<file path="src/hw/chan_cfg.svh">
`ifndef CHAN_CFG_SVH
`define CHAN_CFG_SVH

// waveform memory, 2 samples per word
`define CHAN_MEM_AW     8        // address bits, 256 words
`define CHAN_SAMPLE_W   13       // 12 data bits + over-range flag in the lsb

// event header FIFO
`define CHAN_HDR_DEPTH  16       // words, 3 per event

// APB register window
`define CHAN_APB_AW     12       // byte address bits
`define CHAN_MEM_BASE   12'h400  // start of the memory readout window

`endif

</file>
<file path="src/hw/chan_types_pkg.sv">
`default_nettype none

`include "chan_cfg.svh"

package chan_types_pkg;

  // one ADC sample as it arrives, over-range in bit 0
  typedef logic [`CHAN_SAMPLE_W-1:0] raw_sample_t;

  // sample after sign extension to a half word
  typedef logic signed [15:0] half_sample_t;

  // memory word, packed as two halves and read back raw
  typedef union packed {
    struct packed {
      half_sample_t hi;   // sample b
      half_sample_t lo;   // sample a
    } pair;
    logic [31:0] raw;     // readout view
  } data_word_u;

  typedef logic [`CHAN_MEM_AW-1:0] mem_addr_t;

  // acquisition FSM
  typedef enum logic [1:0] {
    ACQ_IDLE,    // waiting for arm
    ACQ_ARMED,   // circular writes, waiting for trigger
    ACQ_POST,    // post-trigger words
    ACQ_DONE     // header push, then wait for arm low
  } acq_state_e;

endpackage

`default_nettype wire

</file>
<file path="src/hw/chan_regs_pkg.sv">
`default_nettype none

`include "chan_cfg.svh"

package chan_regs_pkg;

  // APB byte offsets below the memory window
  typedef enum logic [`CHAN_APB_AW-1:0] {
    REG_BUF_SIZE  = 'h00,   // words kept per event, 2..256
    REG_CHAN_NUM  = 'h04,   // channel number for the header
    REG_POST_SIZE = 'h08,   // words after the trigger, 0..255
    REG_TRIG_NUM  = 'h0C,   // event counter, write loads it
    REG_HDR_POP   = 'h10,   // read pops one header word
    REG_STATUS    = 'h14    // fifo empty and FSM state
  } reg_addr_e;

  // status word layout
  localparam int status_empty_bit = 0;
  localparam int status_state_lsb = 4;

  // order of the header words of one event
  typedef enum logic [1:0] {
    HDR_CHAN,   // channel number
    HDR_TRIG,   // event number
    HDR_STOP    // last written memory address
  } hdr_kind_e;

endpackage

`default_nettype wire

</file>
<file path="src/hw/chan_ifs.sv">
`default_nettype none

`include "chan_cfg.svh"

// acquisition side of the waveform memory and header FIFO
interface acq_wr_if import chan_types_pkg::*; ();
  logic        wea;
  mem_addr_t   addra;
  data_word_u  dina;
  logic        hdr_wr_en;
  logic [31:0] hdr_din;
  logic        hdr_room;   // 3 or more free entries
  modport acq   (output wea, addra, dina, hdr_wr_en, hdr_din, input hdr_room);
  modport store (input wea, addra, dina, hdr_wr_en, hdr_din, output hdr_room);
endinterface


// configuration into the FSM, counter and state back
interface acq_cfg_if import chan_types_pkg::*; ();
  logic [`CHAN_MEM_AW:0] buf_size;
  mem_addr_t             post_size;
  logic [31:0]           chan_num;
  logic [31:0]           trig_num_init;
  logic                  trig_num_we;
  logic [31:0]           trig_num;
  acq_state_e            state;
  modport regs (output buf_size, post_size, chan_num, trig_num_init, trig_num_we,
                input trig_num, state);
  modport acq  (input buf_size, post_size, chan_num, trig_num_init, trig_num_we,
                output trig_num, state);
endinterface

`default_nettype wire

</file>
<file path="src/hw/acq_control.sv">
`default_nettype none

`include "chan_cfg.svh"

module acq_control import chan_types_pkg::*, chan_regs_pkg::*; (
  input  logic        clk,
  input  logic        arst_n,
  input  logic        acq_arm,     // async to clk
  input  logic        acq_trig,    // async to clk
  input  raw_sample_t adc_dat_a,
  input  raw_sample_t adc_dat_b,
  output logic        acq_done,
  acq_wr_if.acq       wr,
  acq_cfg_if.acq      cfg
);

  logic        arm_meta, arm_s;     // arm synchronizer
  logic        trig_meta, trig_s;   // trigger synchronizer
  raw_sample_t smp_a, smp_b;        // input register
  data_word_u  pack;
  acq_state_e  state;
  mem_addr_t   wr_addr;             // circular write pointer
  mem_addr_t   last_addr;           // stop address for the header
  mem_addr_t   post_left;           // post-trigger words still to write
  logic        wrap;
  logic        hdr_act;             // header words still pending
  hdr_kind_e   hdr_kind;            // next header word
  logic [31:0] trig_num;

  function automatic half_sample_t sext(raw_sample_t s);
    return {{($bits(half_sample_t) - `CHAN_SAMPLE_W){s[`CHAN_SAMPLE_W-1]}}, s};
  endfunction

  //////////////////////////////////////////////////////////////////////
  // synchronizers and sample path
  //////////////////////////////////////////////////////////////////////

  always_ff @(posedge clk or negedge arst_n) begin
    if (!arst_n) begin
      arm_meta  <= 1'b0;
      arm_s     <= 1'b0;
      trig_meta <= 1'b0;
      trig_s    <= 1'b0;
    end else begin
      arm_meta  <= acq_arm;
      arm_s     <= arm_meta;
      trig_meta <= acq_trig;
      trig_s    <= trig_meta;
    end
  end

  always_ff @(posedge clk) begin
    smp_a <= adc_dat_a;
    smp_b <= adc_dat_b;
  end

  // true sign extension, a in the low half
  always_comb begin
    pack.pair.lo = sext(smp_a);
    pack.pair.hi = sext(smp_b);
  end

  assign wr.dina  = pack;    // memory latches it on the next write edge
  assign wr.addra = wr_addr;
  assign wr.wea   = (state == ACQ_ARMED) || (state == ACQ_POST);
  assign wrap     = ({1'b0, wr_addr} == cfg.buf_size - 1'b1);   // last slot of the ring

  //////////////////////////////////////////////////////////////////////
  // acquisition FSM
  //////////////////////////////////////////////////////////////////////

  always_ff @(posedge clk or negedge arst_n) begin
    if (!arst_n) begin
      state     <= ACQ_IDLE;
      wr_addr   <= '0;
      post_left <= '0;
      hdr_act   <= 1'b0;
      hdr_kind  <= HDR_CHAN;
    end else begin
      if (state != ACQ_DONE) begin   // preload the header sequence
        hdr_act  <= 1'b1;
        hdr_kind <= HDR_CHAN;
      end
      case (state)
        ACQ_IDLE: begin
          wr_addr <= '0;
          if (arm_s && wr.hdr_room) state <= ACQ_ARMED;   // room for one full header
        end
        ACQ_ARMED: begin
          wr_addr <= wrap ? '0 : wr_addr + 1'b1;
          if (!arm_s) begin
            state <= ACQ_IDLE;              // abort, no header
          end else if (trig_s) begin
            post_left <= cfg.post_size;
            state     <= (cfg.post_size == '0) ? ACQ_DONE : ACQ_POST;
          end
        end
        ACQ_POST: begin
          wr_addr   <= wrap ? '0 : wr_addr + 1'b1;
          post_left <= post_left - 1'b1;
          if (!arm_s) state <= ACQ_IDLE;
          else if (post_left == mem_addr_t'(1)) state <= ACQ_DONE;
        end
        default: begin   // ACQ_DONE
          if (hdr_act) begin
            case (hdr_kind)
              HDR_CHAN: hdr_kind <= HDR_TRIG;
              HDR_TRIG: hdr_kind <= HDR_STOP;
              default:  hdr_act  <= 1'b0;   // stop word goes out this edge
            endcase
          end else if (!arm_s) begin
            state <= ACQ_IDLE;
          end
        end
      endcase
    end
  end

  always_ff @(posedge clk) begin
    if (wr.wea) last_addr <= wr_addr;
  end

  //////////////////////////////////////////////////////////////////////
  // header words and event counter
  //////////////////////////////////////////////////////////////////////

  assign wr.hdr_wr_en = (state == ACQ_DONE) && hdr_act;

  always_comb begin
    case (hdr_kind)
      HDR_CHAN: wr.hdr_din = cfg.chan_num;
      HDR_TRIG: wr.hdr_din = trig_num;
      default:  wr.hdr_din = 32'(last_addr);
    endcase
  end

  always_ff @(posedge clk or negedge arst_n) begin
    if (!arst_n) trig_num <= '0;
    else if (cfg.trig_num_we) trig_num <= cfg.trig_num_init;            // register load wins
    else if (wr.hdr_wr_en && hdr_kind == HDR_TRIG) trig_num <= trig_num + 1'b1;
  end

  assign cfg.trig_num = trig_num;
  assign cfg.state    = state;
  assign acq_done     = (state == ACQ_DONE);

endmodule

`default_nettype wire

</file>
<file path="src/flat_wrapper.sv">
// flat-port wrapper written by rule: the top's interface ports become plain ports
module acq_control_flat import chan_types_pkg::*, chan_regs_pkg::*;
  (clk, arst_n, acq_arm, acq_trig, adc_dat_a, adc_dat_b, acq_done, wr_wea, wr_addra, wr_dina, wr_hdr_wr_en, wr_hdr_din, wr_hdr_room, cfg_buf_size, cfg_post_size, cfg_chan_num, cfg_trig_num_init, cfg_trig_num_we, cfg_trig_num, cfg_state);
  acq_wr_if wr_i ();
  acq_cfg_if cfg_i ();
  input  logic clk;
  input  logic arst_n;
  input  logic acq_arm;
  input  logic acq_trig;
  input  raw_sample_t adc_dat_a;
  input  raw_sample_t adc_dat_b;
  output logic acq_done;
  output wire logic [$bits(wr_i.wea)-1:0] wr_wea;
  output wire logic [$bits(wr_i.addra)-1:0] wr_addra;
  output wire logic [$bits(wr_i.dina)-1:0] wr_dina;
  output wire logic [$bits(wr_i.hdr_wr_en)-1:0] wr_hdr_wr_en;
  output wire logic [$bits(wr_i.hdr_din)-1:0] wr_hdr_din;
  input wire logic [$bits(wr_i.hdr_room)-1:0] wr_hdr_room;
  input wire logic [$bits(cfg_i.buf_size)-1:0] cfg_buf_size;
  input wire logic [$bits(cfg_i.post_size)-1:0] cfg_post_size;
  input wire logic [$bits(cfg_i.chan_num)-1:0] cfg_chan_num;
  input wire logic [$bits(cfg_i.trig_num_init)-1:0] cfg_trig_num_init;
  input wire logic [$bits(cfg_i.trig_num_we)-1:0] cfg_trig_num_we;
  output wire logic [$bits(cfg_i.trig_num)-1:0] cfg_trig_num;
  output wire logic [$bits(cfg_i.state)-1:0] cfg_state;
  assign wr_wea = wr_i.wea;
  assign wr_addra = wr_i.addra;
  assign wr_dina = wr_i.dina;
  assign wr_hdr_wr_en = wr_i.hdr_wr_en;
  assign wr_hdr_din = wr_i.hdr_din;
  assign wr_i.hdr_room = wr_hdr_room;
  assign cfg_i.buf_size = cfg_buf_size;
  assign cfg_i.post_size = cfg_post_size;
  assign cfg_i.chan_num = cfg_chan_num;
  assign cfg_i.trig_num_init = cfg_trig_num_init;
  assign cfg_i.trig_num_we = cfg_trig_num_we;
  assign cfg_trig_num = cfg_i.trig_num;
  assign cfg_state = cfg_i.state;
  acq_control u_core (.clk(clk), .arst_n(arst_n), .acq_arm(acq_arm), .acq_trig(acq_trig), .adc_dat_a(adc_dat_a), .adc_dat_b(adc_dat_b), .acq_done(acq_done), .wr(wr_i), .cfg(cfg_i));
endmodule
</file>
<file path="config.mk">
export PLATFORM = sky130hd
export DESIGN_NAME = acq_control_flat
export DESIGN_NICKNAME = d
export VERILOG_FILES = /design/src/hw/chan_types_pkg.sv /design/src/hw/chan_regs_pkg.sv /design/src/hw/chan_ifs.sv /design/src/hw/acq_control.sv /design/src/flat_wrapper.sv
export VERILOG_INCLUDE_DIRS = /design/src /design/src/hw
export SDC_FILE = /design/constraint.sdc
export NUM_CORES = 1
export LEC_CHECK = 0
export BUFFER_PORTS_ARGS = -buffer_cell sky130_fd_sc_hd__buf_2
export CORE_ASPECT_RATIO = 1.5
export CORE_UTILIZATION = 52
export CTS_BUF_LIST = sky130_fd_sc_hd__clkbuf_8
export CTS_CLUSTER_SIZE = 16
export DETAILED_ROUTE_END_ITERATION = 10
export HOLD_SLACK_MARGIN = 0.06
export PLACE_DENSITY = 0.93
export SLEW_MARGIN = 5
export SYNTH_ARGS = -nofsm -noshare
export SYNTH_HDL_FRONTEND = slang
export SYNTH_SLANG_ARGS = --single-unit
</file>
<file path="constraint.sdc">
create_clock -name clk -period 3.93 [get_ports clk]
set_clock_uncertainty 0.1 [all_clocks]
set_input_delay 0.786 -clock clk [delete_from_list [all_inputs] [get_ports clk]]
set_output_delay 0.786 -clock clk [all_outputs]
set_load 0.05 [all_outputs]
</file>
==> key figures <==
Drt
  • Initial DRC count: 226
  • Post-DRT Antenna Nets: 0
  • DR vias/cell: around 5.6
  • DRC Markers: 0
  • DRT Wirelength: 12,900 um
  • Routed len/inst: 15.5 um
  • Via Count: between 4k and 5k
  • Drt pass-1 iters: 5

Pwr
  • Pwr Density: around 600 nW/um2
  • Combinational share of power: 44.8%
  • Clock network power share: approximately a fifth
  • Worst VDD drop: 0.000499 V
  • Design Power: approximately 0.0037 W
  • Pint: approximately 0.0020 W
  • Sw Share: ~46%
  • Leak pwr: 2.85 nW
  • Psw: around 0.0017 W
  • Sequential fraction of design power: 35.7%

Status
  • Outcome: completed

Worst setup path
  • CP endpoint kind: primary output
  • Crit path max fanout: 31
  • CP cell instances: buf_4, mux2i_1, o21ai_0, buf_2
  • Worst Path Buf+Inv: 2
  • Critical path's largest stage delay: ~0.47 ns
  • Crit path DAT: approximately 2.1 ns
  • CP Class: reg -> out
  • Crit path max-delay family: buffers and inverters
  • Critical path startpoint category: flip-flop
  • Cell at the slowest stage of the critical path: buf_4
  • Required @ worst endpoint: approximately 3.0 ns

CTS
  • Worst-Skew Late Latency: about 0.36 ns
  • Hold buffer count at cts: 0
  • Clk buf depth: 2
  • CTS Buf Count: 9
  • CTS root buffer: clkbuf_8
  • Clk sinks: between 90 and 100
  • Clock transition at the registers of the reported paths: about 0.090 ns
  • CTS-repair resized insts: 0
  • Setup Buffers After CTS: 0
  • TritonCTS clock tree: built
  • H-tree Lvls: 3

Placed design
  • Cell Area, Placed: around 5900 um2
  • DP HPWL: between 10,000 and 15,000 um
  • DP Worst Slack: around 1.2 ns
  • Final Wtd Congestion: about 0.84
  • Port buffer count: around 220

Synth
  • Largest cells by area after synthesis: dfrtp_1 (30%), dfxtp_1 (11%), mux2i_1 (7.8%), xnor2_1 (5.1%), edfxtp_1 (5.0%)
  • Main flop type after synthesis: dfrtp_1
  • Largest family of logic cells by synthesized area: simple AND/OR/NAND/NOR gates
  • Async SR Flop Fraction: between 60 and 70%
  • Cells after synthesis: 512
  • Synth Area in Compound Gates: around 11%
  • Syn Nets: roughly 640
  • Sequential area share after synthesis: between 40% and 50%
  • Synth Area in Adders: 2.62%
  • Synth Cell Area: 4770 um2
  • Xor/xnor share of the synthesized area: 6.97%
  • Avg Cell Area, Syn: 9.32 um2
  • Post-synthesis simple-gate area fraction: roughly a fifth
  • Cell taking the most area after synthesis: dfrtp_1
  • FF+latch count, synth: 91
  • Yosys Warn Count: 0
  • EDFF count, synth: 8
  • Yosys top cell area share: about 30%
  • Yosys cell types: 56
  • Multiplexer share of the synthesized area: 8.00%

Global routing
  • Total grt overflow: 0
  • Global-route wire length before repair: between 15,000 and 20,000 um
  • Vias in the first global route: 4,364
  • Overall Global Routing Usage: between 20% and 30%
  • Largest net degree at the start of global routing: 50
  • Initial antenna violation count: 0

Cells and area
  • Share of layout cells above drive strength 1: between 30% and 40%
  • Area occupied by multi-input gates: 2360 um2
  • Design area: between 6000 and 7000 um2
  • Area grow syn2layout: 28.1%
  • FF/Latch Area: around 2200 um2
  • Most frequent cells in the layout: buf_2 (221), nor2_1 (57), dfrtp_1 (56)
  • ANT cells: 0
  • Most common cell after layout, fill and taps aside: buf_2
  • Fill count: 704
  • Total Nets Final: about 840

Timing
  • Fmax: 339 MHz
  • Setup Viol. Count Final: 0
  • Ratio of final minimum period to clock period: 75.1%
  • Slew HR: around a third
  • Worst hold-check slack: ~0.26 ns
  • Final WS setup: roughly 1 ns
  • Final hold violations: 0
  • Unrepaired setup endpoints after global routing: false
  • Min Clock Period, post-route: between 2 and 3 ns
  • Count of pins over their slew limit: 0
  • Measured slew at the worst slew-check pin: approximately 0.97 ns
  • Setup TNS: 0 ns

Floorplan
  • Core ar.: 8880 um2
  • Row count: 42
  • Starting Density: between 50 and 60%
  • Die X: ~80 um
  • Die area: about 9600 um2
  • Die height: 119 um
  • Top Ports: approximately 220

Run
  • Number of max-cap violations: 0

Min path
  • Tightest Hold Check Type: reg -> reg
[cells by family after synthesis]
kind of cell / after synthesis
AO/OA/AOI/OAI: 87
flip-flops: 91
AND/OR/NAND/NOR: 199
XOR/XNOR: 38
buffers and inverters: 49
multiplexers: 38
adder cells (fa/ha/maj): 10
[final timing paths]
path / startpoint / end / slack (ns) / depth (start not counted)
setup / recovery: u_core.hdr_kind[0]$_DFF_PN0_ / wr_hdr_din[7] / 0.98 / 4
setup reg to reg: u_core.cfg.state[0]$_DFFE_PN0P_ / u_core.cfg.trig_num[27]$_DFFE_PN0P_ / 1.18 / 6
min in group asynchronous: arst_n / u_core.cfg.trig_num[7]$_DFFE_PN0P_ / 0.28 / 1
max in group asynchronous: arst_n / u_core.wr.addra[4]$_DFFE_PN0P_ / 2.58 / 2
hold reg to reg: u_core.arm_meta$_DFF_PN0_ / u_core.arm_s$_DFF_PN0_ / 0.26 / 0
hold / removal: u_core.arm_meta$_DFF_PN0_ / u_core.arm_s$_DFF_PN0_ / 0.26 / 0
[routing by layer]
metal | GRT usage, % | wire length (um) | share of wire, % | vias up
li1 | - | - | - | 2195
met1 | 29.0 | 4690 | 36 | 2191
met2 | 50.2 | 6880 | 53 | 239
met3 | 5.44 | 1050 | 8.1 | 28
met4 | 9.93 | 274 | 2.1 | 0
met5 | 0 | 0 | 0 | -
[worst reg2reg max path: stages, from the launching register on]
cell and delay, ns:
dfrtp_1 0.46, ha_1 0.28, and4b_1 0.41, nand4_4 0.20, or4_1 0.59, or4_1 0.45
a31oi_1 0.19
[area by class of cell]
class / count / area share [%]
multi-input cells: 372 / 38.6
repair buffers: 225 / 18.6
clock inverters: 7 / 1.74
inverters: 16 / 0.983
clock buffers: 9 / 2.03
flip-flops and latches: 91 / 35.8
well taps: 110 / 2.25
[cell usage after synthesis (all sizes together), types with 2 or more instances]
cell type / instances
dfrtp: 57
nor2: 57
nand2: 52
o21ai: 43
mux2i: 37
xnor2: 28
dfxtp: 26
nand3: 20
clkbuf: 19
inv: 16
buf: 14
nand4: 11
ha: 10
nor4: 10
xor2: 10
a31oi: 9
nor3: 9
and3: 8
edfxtp: 8
a21oi: 7
nor2b: 5
o22ai: 5
nor3b: 4
o211ai: 4
or3: 4
a21o: 3
and2: 3
nand2b: 3
a211oi: 2
a21boi: 2
a221o: 2
a41o: 2
and4: 2
nor4bb: 2
o31ai: 2
or2: 2
or4: 2
[registers in the layout, summed over array words and instances (netlist names)]
register and cells:
u_core.trig_meta 1, u_core.arm_meta 1, u_core.wr.addra 8, u_core.trig_s 1, u_core.post_left 8, u_core.last_addr 8, u_core.arm_s 1, u_core.cfg.state 2
u_core.smp_b 13, u_core.cfg.trig_num 32, u_core.hdr_act 1, u_core.hdr_kind 2, u_core.smp_a 13
[power by group through the flow]
| stage | clock network, W | registers, W | logic [W] |
|---|---|---|---|
| 2_1_floorplan | 0 | 0.00153 | 0.00102 |
| 3_3_place_gp | 0 | 0.00132 | 0.00161 |
| 3_5_place_dp | 0 | 0.00133 | 0.00165 |
| 4_1_cts | 0.000733 | 0.00131 | 0.00165 |
| 5_1_grt | 0.000768 | 0.00134 | 0.00176 |
| 6_report | 0.000720 | 0.00131 | 0.00165 |
[stage by stage]
stage                     std cells  util (%)
after CTS                       830      68.8
after detailed placement        814      66.2
after floorplan                 512         -
final                           830      68.8
after global placement          814      66.2
after global routing            830      68.8
No activity file was read; power rests on OpenSTA's default activity.
