`config.mk`:
```
export PLATFORM = sky130hd
export DESIGN_NAME = apb_regs_flat
export DESIGN_NICKNAME = d
export VERILOG_FILES = /design/src/hw/chan_types_pkg.sv /design/src/hw/chan_regs_pkg.sv /design/src/hw/chan_ifs.sv /design/src/hw/apb_regs.sv /design/src/flat_wrapper.sv
export VERILOG_INCLUDE_DIRS = /design/src /design/src/hw
export SDC_FILE = /design/constraint.sdc
export NUM_CORES = 1
export LEC_CHECK = 0
export BUFFER_PORTS_ARGS = -buffer_cell sky130_fd_sc_hd__buf_4
export CORE_AREA = 2 2 106 108
export CTS_CLUSTER_SIZE = 20
export DETAILED_ROUTE_END_ITERATION = 16
export DIE_AREA = 0 0 108 110
export PLACE_DENSITY = 0.78
export SLEW_MARGIN = 20
export SYNTH_ARGS = -nofsm -noshare
export SYNTH_HDL_FRONTEND = slang
export SYNTH_SLANG_ARGS = --single-unit
export TNS_END_PERCENT = 10
```
`constraint.sdc`:
```
create_clock -name clk -period 1.9 [get_ports clk]
set_input_delay 0.19 -clock clk [delete_from_list [all_inputs] [get_ports clk]]
set_output_delay 0.19 -clock clk [all_outputs]
set_load 0.05 [all_outputs]
```
`src/hw/chan_cfg.svh`:
```
`ifndef CHAN_CFG_SVH
`define CHAN_CFG_SVH

// waveform memory, 2 samples per word
`define CHAN_MEM_AW     8        // address bits, 256 words
`define CHAN_SAMPLE_W   13       // 12 data bits + over-range flag in the lsb

// event header FIFO
`define CHAN_HDR_DEPTH  16       // words, 3 per event

// APB register window
`define CHAN_APB_AW     12       // byte address bits
`define CHAN_MEM_BASE   12'h400  // start of the memory readout window

`endif

```
`src/hw/chan_types_pkg.sv`:
```
`default_nettype none

`include "chan_cfg.svh"

package chan_types_pkg;

  // one ADC sample as it arrives, over-range in bit 0
  typedef logic [`CHAN_SAMPLE_W-1:0] raw_sample_t;

  // sample after sign extension to a half word
  typedef logic signed [15:0] half_sample_t;

  // memory word, packed as two halves and read back raw
  typedef union packed {
    struct packed {
      half_sample_t hi;   // sample b
      half_sample_t lo;   // sample a
    } pair;
    logic [31:0] raw;     // readout view
  } data_word_u;

  typedef logic [`CHAN_MEM_AW-1:0] mem_addr_t;

  // acquisition FSM
  typedef enum logic [1:0] {
    ACQ_IDLE,    // waiting for arm
    ACQ_ARMED,   // circular writes, waiting for trigger
    ACQ_POST,    // post-trigger words
    ACQ_DONE     // header push, then wait for arm low
  } acq_state_e;

endpackage

`default_nettype wire

```
`src/hw/chan_regs_pkg.sv`:
```
`default_nettype none

`include "chan_cfg.svh"

package chan_regs_pkg;

  // APB byte offsets below the memory window
  typedef enum logic [`CHAN_APB_AW-1:0] {
    REG_BUF_SIZE  = 'h00,   // words kept per event, 2..256
    REG_CHAN_NUM  = 'h04,   // channel number for the header
    REG_POST_SIZE = 'h08,   // words after the trigger, 0..255
    REG_TRIG_NUM  = 'h0C,   // event counter, write loads it
    REG_HDR_POP   = 'h10,   // read pops one header word
    REG_STATUS    = 'h14    // fifo empty and FSM state
  } reg_addr_e;

  // status word layout
  localparam int status_empty_bit = 0;
  localparam int status_state_lsb = 4;

  // order of the header words of one event
  typedef enum logic [1:0] {
    HDR_CHAN,   // channel number
    HDR_TRIG,   // event number
    HDR_STOP    // last written memory address
  } hdr_kind_e;

endpackage

`default_nettype wire

```
`src/hw/chan_ifs.sv`:
```
`default_nettype none

`include "chan_cfg.svh"


// readout side, driven from the register block
interface rd_if import chan_types_pkg::*; ();
  mem_addr_t   addrb;
  logic        hdr_rd_en;
  data_word_u  doutb;
  logic [31:0] hdr_dout;
  logic        hdr_empty;
  modport regs  (output addrb, hdr_rd_en, input doutb, hdr_dout, hdr_empty);
  modport store (input addrb, hdr_rd_en, output doutb, hdr_dout, hdr_empty);
endinterface

// configuration into the FSM, counter and state back
interface acq_cfg_if import chan_types_pkg::*; ();
  logic [`CHAN_MEM_AW:0] buf_size;
  mem_addr_t             post_size;
  logic [31:0]           chan_num;
  logic [31:0]           trig_num_init;
  logic                  trig_num_we;
  logic [31:0]           trig_num;
  acq_state_e            state;
  modport regs (output buf_size, post_size, chan_num, trig_num_init, trig_num_we,
                input trig_num, state);
  modport acq  (input buf_size, post_size, chan_num, trig_num_init, trig_num_we,
                output trig_num, state);
endinterface

`default_nettype wire

```
`src/hw/apb_regs.sv`:
```
`default_nettype none

`include "chan_cfg.svh"

module apb_regs import chan_types_pkg::*, chan_regs_pkg::*; (
  input  logic                    clk,
  input  logic                    arst_n,
  input  logic [`CHAN_APB_AW-1:0] paddr,
  input  logic                    psel,
  input  logic                    penable,
  input  logic                    pwrite,
  input  logic [31:0]             pwdata,
  output logic [31:0]             prdata,
  output logic                    pready,
  output logic                    pslverr,
  acq_cfg_if.regs                 cfg,
  rd_if.regs                      rd
);

  localparam int win_lsb = `CHAN_MEM_AW + 2;                 // byte bits of the window
  localparam logic [`CHAN_APB_AW-1:0] mem_base = `CHAN_MEM_BASE;
  localparam logic [`CHAN_MEM_AW:0]   buf_max  = 2**`CHAN_MEM_AW;

  logic [`CHAN_MEM_AW:0] buf_size;
  mem_addr_t             post_size;
  logic [31:0]           chan_num;
  logic access;     // access phase
  logic in_mem;     // address falls in the memory window
  logic mem_wait;   // first access cycle of a window read done
  logic err;
  logic xfer;       // accepted transfer, completes this edge
  logic wr_ok;
  logic idle;
  logic size_ok;

  //////////////////////////////////////////////////////////////////////
  // decode
  //////////////////////////////////////////////////////////////////////

  assign access  = psel && penable;
  assign in_mem  = (paddr[`CHAN_APB_AW-1:win_lsb] == mem_base[`CHAN_APB_AW-1:win_lsb]);
  assign idle    = (cfg.state == ACQ_IDLE);
  assign size_ok = (pwdata >= 32'd2) && (pwdata <= 32'(buf_max));
  assign rd.addrb = paddr[win_lsb-1:2];   // word index, held through the access

  always_comb begin
    prdata = '0;
    err    = 1'b0;
    if (in_mem) begin
      prdata = rd.doutb.raw;
      err    = pwrite;                    // memory is read only
    end else begin
      case (paddr)
        REG_BUF_SIZE: begin
          prdata = 32'(buf_size);
          err    = pwrite && (!idle || !size_ok);
        end
        REG_CHAN_NUM:  prdata = chan_num;
        REG_POST_SIZE: begin
          prdata = 32'(post_size);
          err    = pwrite && !idle;       // no change mid event
        end
        REG_TRIG_NUM:  prdata = cfg.trig_num;
        REG_HDR_POP: begin
          prdata = rd.hdr_dout;
          err    = !pwrite && rd.hdr_empty;
        end
        REG_STATUS: begin
          prdata[status_empty_bit]                  = rd.hdr_empty;
          prdata[status_state_lsb +: $bits(acq_state_e)] = cfg.state;
        end
        default: err = 1'b1;              // unmapped or misaligned
      endcase
    end
  end

  //////////////////////////////////////////////////////////////////////
  // handshake
  //////////////////////////////////////////////////////////////////////

  always_ff @(posedge clk or negedge arst_n) begin
    if (!arst_n) mem_wait <= 1'b0;
    else mem_wait <= access && in_mem && !mem_wait;   // one wait state for the RAM
  end

  assign pready  = access && (!in_mem || mem_wait);
  assign pslverr = pready && err;
  assign xfer    = pready && !err;
  assign wr_ok   = xfer && pwrite;

  assign rd.hdr_rd_en      = xfer && !pwrite && (paddr == REG_HDR_POP);   // pop on completion
  assign cfg.trig_num_we   = wr_ok && (paddr == REG_TRIG_NUM);
  assign cfg.trig_num_init = pwdata;

  //////////////////////////////////////////////////////////////////////
  // configuration registers
  //////////////////////////////////////////////////////////////////////

  always_ff @(posedge clk or negedge arst_n) begin
    if (!arst_n) begin
      buf_size  <= buf_max;
      post_size <= mem_addr_t'(64);
      chan_num  <= '0;
    end else if (wr_ok) begin
      case (paddr)
        REG_BUF_SIZE:  buf_size  <= pwdata[`CHAN_MEM_AW:0];   // range already checked
        REG_POST_SIZE: post_size <= pwdata[`CHAN_MEM_AW-1:0];
        REG_CHAN_NUM:  chan_num  <= pwdata;
        default: ;                        // read only, write ignored
      endcase
    end
  end

  assign cfg.buf_size  = buf_size;
  assign cfg.post_size = post_size;
  assign cfg.chan_num  = chan_num;

endmodule

`default_nettype wire

```
`src/flat_wrapper.sv`:
```
// flat-port wrapper written by rule: the top's interface ports become plain ports
module apb_regs_flat import chan_types_pkg::*, chan_regs_pkg::*;
  (clk, arst_n, paddr, psel, penable, pwrite, pwdata, prdata, pready, pslverr, cfg_buf_size, cfg_post_size, cfg_chan_num, cfg_trig_num_init, cfg_trig_num_we, cfg_trig_num, cfg_state, rd_addrb, rd_hdr_rd_en, rd_doutb, rd_hdr_dout, rd_hdr_empty);
  acq_cfg_if cfg_i ();
  rd_if rd_i ();
  input  logic clk;
  input  logic arst_n;
  input  logic [`CHAN_APB_AW-1:0] paddr;
  input  logic psel;
  input  logic penable;
  input  logic pwrite;
  input  logic [31:0] pwdata;
  output logic [31:0] prdata;
  output logic pready;
  output logic pslverr;
  output wire logic [$bits(cfg_i.buf_size)-1:0] cfg_buf_size;
  output wire logic [$bits(cfg_i.post_size)-1:0] cfg_post_size;
  output wire logic [$bits(cfg_i.chan_num)-1:0] cfg_chan_num;
  output wire logic [$bits(cfg_i.trig_num_init)-1:0] cfg_trig_num_init;
  output wire logic [$bits(cfg_i.trig_num_we)-1:0] cfg_trig_num_we;
  input wire logic [$bits(cfg_i.trig_num)-1:0] cfg_trig_num;
  input wire logic [$bits(cfg_i.state)-1:0] cfg_state;
  output wire logic [$bits(rd_i.addrb)-1:0] rd_addrb;
  output wire logic [$bits(rd_i.hdr_rd_en)-1:0] rd_hdr_rd_en;
  input wire logic [$bits(rd_i.doutb)-1:0] rd_doutb;
  input wire logic [$bits(rd_i.hdr_dout)-1:0] rd_hdr_dout;
  input wire logic [$bits(rd_i.hdr_empty)-1:0] rd_hdr_empty;
  assign cfg_buf_size = cfg_i.buf_size;
  assign cfg_post_size = cfg_i.post_size;
  assign cfg_chan_num = cfg_i.chan_num;
  assign cfg_trig_num_init = cfg_i.trig_num_init;
  assign cfg_trig_num_we = cfg_i.trig_num_we;
  assign cfg_i.trig_num = cfg_trig_num;
  assign cfg_i.state = cfg_state;
  assign rd_addrb = rd_i.addrb;
  assign rd_hdr_rd_en = rd_i.hdr_rd_en;
  assign rd_i.doutb = rd_doutb;
  assign rd_i.hdr_dout = rd_hdr_dout;
  assign rd_i.hdr_empty = rd_hdr_empty;
  apb_regs u_core (.clk(clk), .arst_n(arst_n), .paddr(paddr), .psel(psel), .penable(penable), .pwrite(pwrite), .pwdata(pwdata), .prdata(prdata), .pready(pready), .pslverr(pslverr), .cfg(cfg_i), .rd(rd_i));
endmodule
```
==> results.toml, run 1 <==
[run_status]
status = "complete, but fails checks"
violations = "setup timing"

[cts]
numClockSinks = 50
cts_inserted_buffers = 5
max-clock-path-buffers = 2
cts_tree = "yes"
root_buffer = "clkbuf_8"
clkLatencyLatePin_ps = 300
h-tree-depth = 2
clkTransAtPathRegs_ps = 90

[finish]
n_antenna_cell = 0
area_growth_pct = 88.6
num-fill-cells = 828
fin_cells = 767
final_common_cell = "buf_4"
multi_input_area_um2 = 2130
mostFrequentLayoutCells = "buf_4 (275), nand2_1 (48), dfrtp_1 (48)"
drive_gt1_share_pct = 72.2
nets = 774
postLayoutCoreUtil_pct = 61.4
final-seq-area_um2 = 1250

[drt]
antenna_left = 0
wire_per_inst_um = 20.2
dr.pass1.iters = 6
vias = 4021
routed_via_density = 5.24
first_iter_violations = 216
routed_wl_mm = 15.5
drcViolationCount = 0

[global_route]
grt_pass1_vias = 3953
antenna_found_initial = 0
grt_max_degree = 51
grt_overflow = 0
grt_pass1_wl_mm = 21.9
gr-usage-all-layers_pct = 24.3

[logic_synthesis]
yosys-top-cells-area = "dfrtp_1 (35%), mux2_2 (10%), buf_4 (9.3%), nand2_1 (7.0%), mux2_4 (5.6%)"
ys_seq_area_share_pct = 36.0
synth-edff-count = 0
ys_ff_latch = 50
syn-cell-area_um2 = 3480
synth_flop_cell = "dfrtp_1"
synth_top_cell_area_share_pct = 34.5
async_reset_ff_share_pct = 100
yosysWarnings = 0
synthCells = 355
post-synth-top-area-cell = "dfrtp_1"
syn_avg_cell_area_um2 = 9.81
synth_nets = 503
synth.distinct_cells = 46

[sta]
tns_ps = -2960
fmax_mhz = 499
final.min_clock_period_ps = 2000
holdWs_ps = 148
finalCritPeriodShare_pct = 105
max_slew_margin_pct = 55.4
setup_viol = 49
finalHoldViolCount = 0
layout_setup_ws_ps = -103
tightest_slew_ps = 669
finClkSkew_ps = 11.7
slew_viol_final = 0
rsz0062_at_grt = "yes"

[worst_setup_path]
rr_startpoint = "u_core.mem_wait$_DFF_PN0_"
cp.arrival_ps = 1810
r2r-end = "u_core.cfg.chan_num[14]$_DFFE_PN0P_"
setup.worst_path.class = "primary input to output pin"
required_ps = 1710
reg2regPathDepth = 6
cp-start-kind = "primary input"
reg2reg_slack_ps = 200
path_max_fanout = 5
crit_path_end_kind = "output pin"

[hold_path]
hold_end = "u_core.cfg.chan_num[31]$_DFFE_PN0P_"
worst_hold_path_type = "primary input to flop"
min_path_cells = 2
hold_start = "pwdata[31]"

[die]
dieArea_um2 = 11900
row_count = 38
dieWidth_um = 108
core-area_um2 = 10700
io_pins = 273
start_util_pct = 32.5
die_y_um = 110

[placement]
port_buffers = 272
gp_congestion = 0.883
dp.cells = 749
hpwl_mm = 10.9

[power_and_ir_drop]
power_density_nw_per_um2 = 442
p_leak_nw = 3.44
power_mw = 2.90
ir_worst_vdd_uv = 416

[flow_run]
drv_cap = 0
-- critical path, stage by stage --
cell	delay, ps
buf_6	100
nor4_4	290
and4b_1	280
buf_4	130
and3b_2	260
buf_6	140
buf_12	130
nand2_4	60
nand3_4	90
buf_8	140
-- synth_stat cells, types with 3 or more instances --
cell type	count
and2_1	3
a21oi_1	3
nor2_1	8
clkbuf_1	10
mux2_4	13
nor3_1	5
a22oi_1	23
buf_4	43
a222oi_1	7
dfrtp_1	48
nor4_1	6
o21ai_0	6
buf_6	4
mux2_1	4
mux2_2	32
buf_2	6
nand3_1	30
mux2i_1	7
nand2_1	65
-- power breakdown --
part,leakage (nW),total (mW),switching [mW],internal (mW)
registers,0.691,1.07,0.00134,1.07
clock network,0.0683,0.898,0.371,0.528
logic,2.68,0.937,0.521,0.416
total,3.44,2.90,0.894,2.01
-- sequential cells by signal, summed over array words and instances, names as in the netlist --
register / cells
u_core.mem_wait: 1
u_core.cfg.chan_num: 32
u_core.cfg.post_size: 8
u_core.cfg.buf_size: 9
-- final cells by class --
type,instances,share of cell area (%)
Timing Repair Buffer,328,43.7
Inverter,1,0.0572
Clock buffer,5,1.05
Clock inverter,3,1.05
Sequential cell,50,19.1
Multi-Input combinational cell,240,32.4
Tap cell,140,2.67
-- metal layers --
metal / up-vias / GRT usage (%) / share of wire, %
met5: - / 0 / 0
met4: 0 / 7.33 / 1.9
met3: 26 / 4.41 / 6.0
met2: 205 / 42.3 / 53
met1: 1992 / 30.7 / 39
li1: 1798 / - / -
-- logic make-up after synthesis --
kind of cell	share of synthesized area [%]
muxes	20.6
AOI/OAI and AO/OA	10.8
and+or+nand+nor	19.9
DFF	36.0
buffers and inverters	12.7
-- worst max path at each step --
stage / start / endpoint / slack, ps / depth (start not counted)
finish: paddr[1] / prdata[24] / -100 / 10
global placement: pwdata[11] / u_core.cfg.buf_size[3]$_DFFE_PN0P_ / -130 / 7
global route: paddr[1] / prdata[24] / -160 / 10
detailed placement: paddr[1] / prdata[24] / -190 / 9
floorplan: paddr[1] / prdata[12] / -140 / 8
CTS: paddr[6] / prdata[24] / -140 / 11
-- per-stage QoR --
stage | cell area (um^2) | setup WS [ps]
after global routing | 6560 | -162
after detailed placement | 5710 | -191
after CTS | 6390 | -145
final | 6560 | -103
after floorplan | 3500 | -140
after global placement | 5710 | -131
-- repair_timing --
item / 4_1_cts / 5_1_grt
gates cloned: 4 / 0
endpoints found under the hold margin: 48 / 0
pin swaps: 30 / 23
buffers inserted: 7 / 1
endpoints found under the setup margin: 35 / 62
hold buffers: 1 / 0
gates resized for setup: 93 / 44
(Power assumes the default switching activity.)
==> inputs of run 2 (changes only) <==
Settings changed: GPL_TIMING_DRIVEN from default to 0, PLACE_DENSITY 0.78 to 0.68.
==> run 2 against run 1 <==
Compared with the run above: via count shrank 1.7%; sequential power is essentially flat; worst hold slack lost 13 ps; combinational power shrank 2%; setup slack gained 48 ps; register-to-register slack lost 30 ps; first-iteration DRC count grew 7.9%; critical path depth shrank 1; utilization shrank 2.0 points; count of clock-buffer cells in the layout grew 1; the run still ends with setup timing left; wire length shrank 3.9%.
==> results.toml, run 2 (synthesis results as in run 1) <==
[run_status]
status = "complete, but fails checks"
violations = "setup timing"

[drt]
drcViolationCount = 0
vias = 3954
wire_per_inst_um = 18.9
dr.pass1.iters = 4
routed_wl_mm = 14.9
first_iter_violations = 233
antenna_left = 0
routed_via_density = 5.02

[cts]
clkTransAtPathRegs_ps = 80
h-tree-depth = 2
clkLatencyLatePin_ps = 290
root_buffer = "clkbuf_8"
cts_inserted_buffers = 5
numClockSinks = 50
cts_tree = "yes"
max-clock-path-buffers = 2

[worst_setup_path]
required_ps = 1710
slowest_stage = "and3_4"
worst_path_most_repeated_cell = "buf_6"
crit_path_end_kind = "output pin"
cp-start-kind = "primary input"
setup.worst_path.class = "primary input to output pin"
crit_buf_inv = 4
crit_chain = "buf_6 -> nor4_4 -> and4b_1 -> buf_6 -> and3_4 -> clkbuf_16 -> a22oi_1 -> nand3_1 -> buf_6"
path_delay_family = "simple AND/OR/NAND/NOR gates"
cp.arrival_ps = 1770
path_max_fanout = 5
cpPeakStageDelay_ps = 300

[sta]
slew_viol_final = 0
max_slew_margin_pct = 56.7
finalCritPeriodShare_pct = 103
finalHoldViolCount = 0
tightest_slew_ps = 649
setup_viol = 25
layout_setup_ws_ps = -55.7
final.min_clock_period_ps = 1960
finClkSkew_ps = 3.34
fmax_mhz = 511
rsz0062_at_grt = "yes"
tns_ps = -838

[placement]
hpwl_mm = 11.4
port_buffers = 271
gp_congestion = 0.800
dp_slack_ps = -840
dp.cells = 766

[global_route]
grt_overflow = 0
gr-usage-all-layers_pct = 23.4
grt_max_degree = 51
antenna_found_initial = 0
grt_pass1_vias = 3909
grt_pass1_wl_mm = 21.4

[power_and_ir_drop]
power_mw = 2.61
power_density_nw_per_um2 = 410
p_leak_nw = 3.30
ir_worst_vdd_uv = 314

[die]
dieArea_um2 = 11900
core-area_um2 = 10700
start_util_pct = 32.5
io_pins = 273
dieWidth_um = 108
row_count = 38
die_y_um = 110

[finish]
final_common_cell = "buf_4"
largest_reg_flops = 32
area_growth_pct = 82.5
n_antenna_cell = 0
drive_gt1_share_pct = 67.1
regMostFlops = "u_core.cfg.chan_num"
fin_cells = 787
mostFrequentLayoutCells = "buf_4 (290), nand2_1 (65), dfrtp_1 (48)"
reg_top3 = "u_core.cfg.chan_num: 32 flops, u_core.cfg.buf_size: 9 flops, u_core.cfg.post_size: 8 flops"
nets = 796
postLayoutCoreUtil_pct = 59.4

[flow_run]
drv_cap = 0

[hold_path]
worst_hold_path_type = "primary input to flop"
[run 2: cell count changes in the layout (fill, tap and decap cells not counted), sizes merged]
cell	before	now
buf	327	342
bufinv	2	0
clkbuf	5	13
clkinv	1	0
[run 2: area by class of cell]
| class | instances | area [um^2] |
|---|---|---|
| sequential | 50 | 1250 |
| buffer | 63 | 538 |
| fill | 917 | 4340 |
| inverter | 1 | 3.75 |
| clock buffer | 6 | 82.6 |
| tap | 140 | 175 |
| timing repair buffer | 287 | 2360 |
| multi-input combinational | 240 | 1940 |
[run 2: where the power goes]
| group | switching (mW) | internal (mW) | total (mW) |
|---|---|---|---|
| logic | 0.509 | 0.413 | 0.922 |
| registers | 0.00128 | 1.06 | 1.07 |
| clock network | 0.336 | 0.282 | 0.618 |
| total | 0.847 | 1.76 | 2.61 |
[run 2: timing repair]
item                                    in CTS  in global routing
cloned                                       1                  1
setup buffers                               10                  3
endpoints found under the setup margin      51                 45
pin swaps                                   29                 13
hold buffers                                 1                  0
resized for setup                           83                 21
endpoints found under the hold margin       48                  0
[run 2: worst paths after layout]
kind | to | startpoint | slack (ps) | cells past startpoint
max in group asynchronous | u_core.cfg.chan_num[17]$_DFFE_PN0P_ | arst_n | 1010 | 2
min in group asynchronous | u_core.cfg.buf_size[7]$_DFFE_PN0P_ | arst_n | 450 | 2
worst min-delay path | u_core.cfg.chan_num[19]$_DFFE_PN0P_ | pwdata[19] | 140 | 2
worst min register to register | u_core.mem_wait$_DFF_PN0_ | u_core.mem_wait$_DFF_PN0_ | 460 | 1
worst max register to register | u_core.cfg.chan_num[4]$_DFFE_PN0P_ | u_core.mem_wait$_DFF_PN0_ | 170 | 7
worst max-delay path | prdata[15] | paddr[1] | -60 | 9
[run 2: routing by layer]
| layer | track usage [%] | wire length [um] | up-vias |
|---|---|---|---|
| li1 | - | - | 1825 |
| met1 | 31.0 | 6070 | 1919 |
| met2 | 40.4 | 7560 | 196 |
| met3 | 4.12 | 1050 | 14 |
| met4 | 4.40 | 180 | 0 |
| met5 | 0 | 0 | - |
[run 2: metrics by stage]
| stage | cell area [um^2] | hold slack [ps] |
|---|---|---|
| final | 6350 | 135 |
| after global routing | 6350 | 120 |
| after CTS | 6230 | 128 |
| after detailed placement | 5710 | 259 |
| after global placement | 5710 | 246 |
| after floorplan | 3500 | -106 |
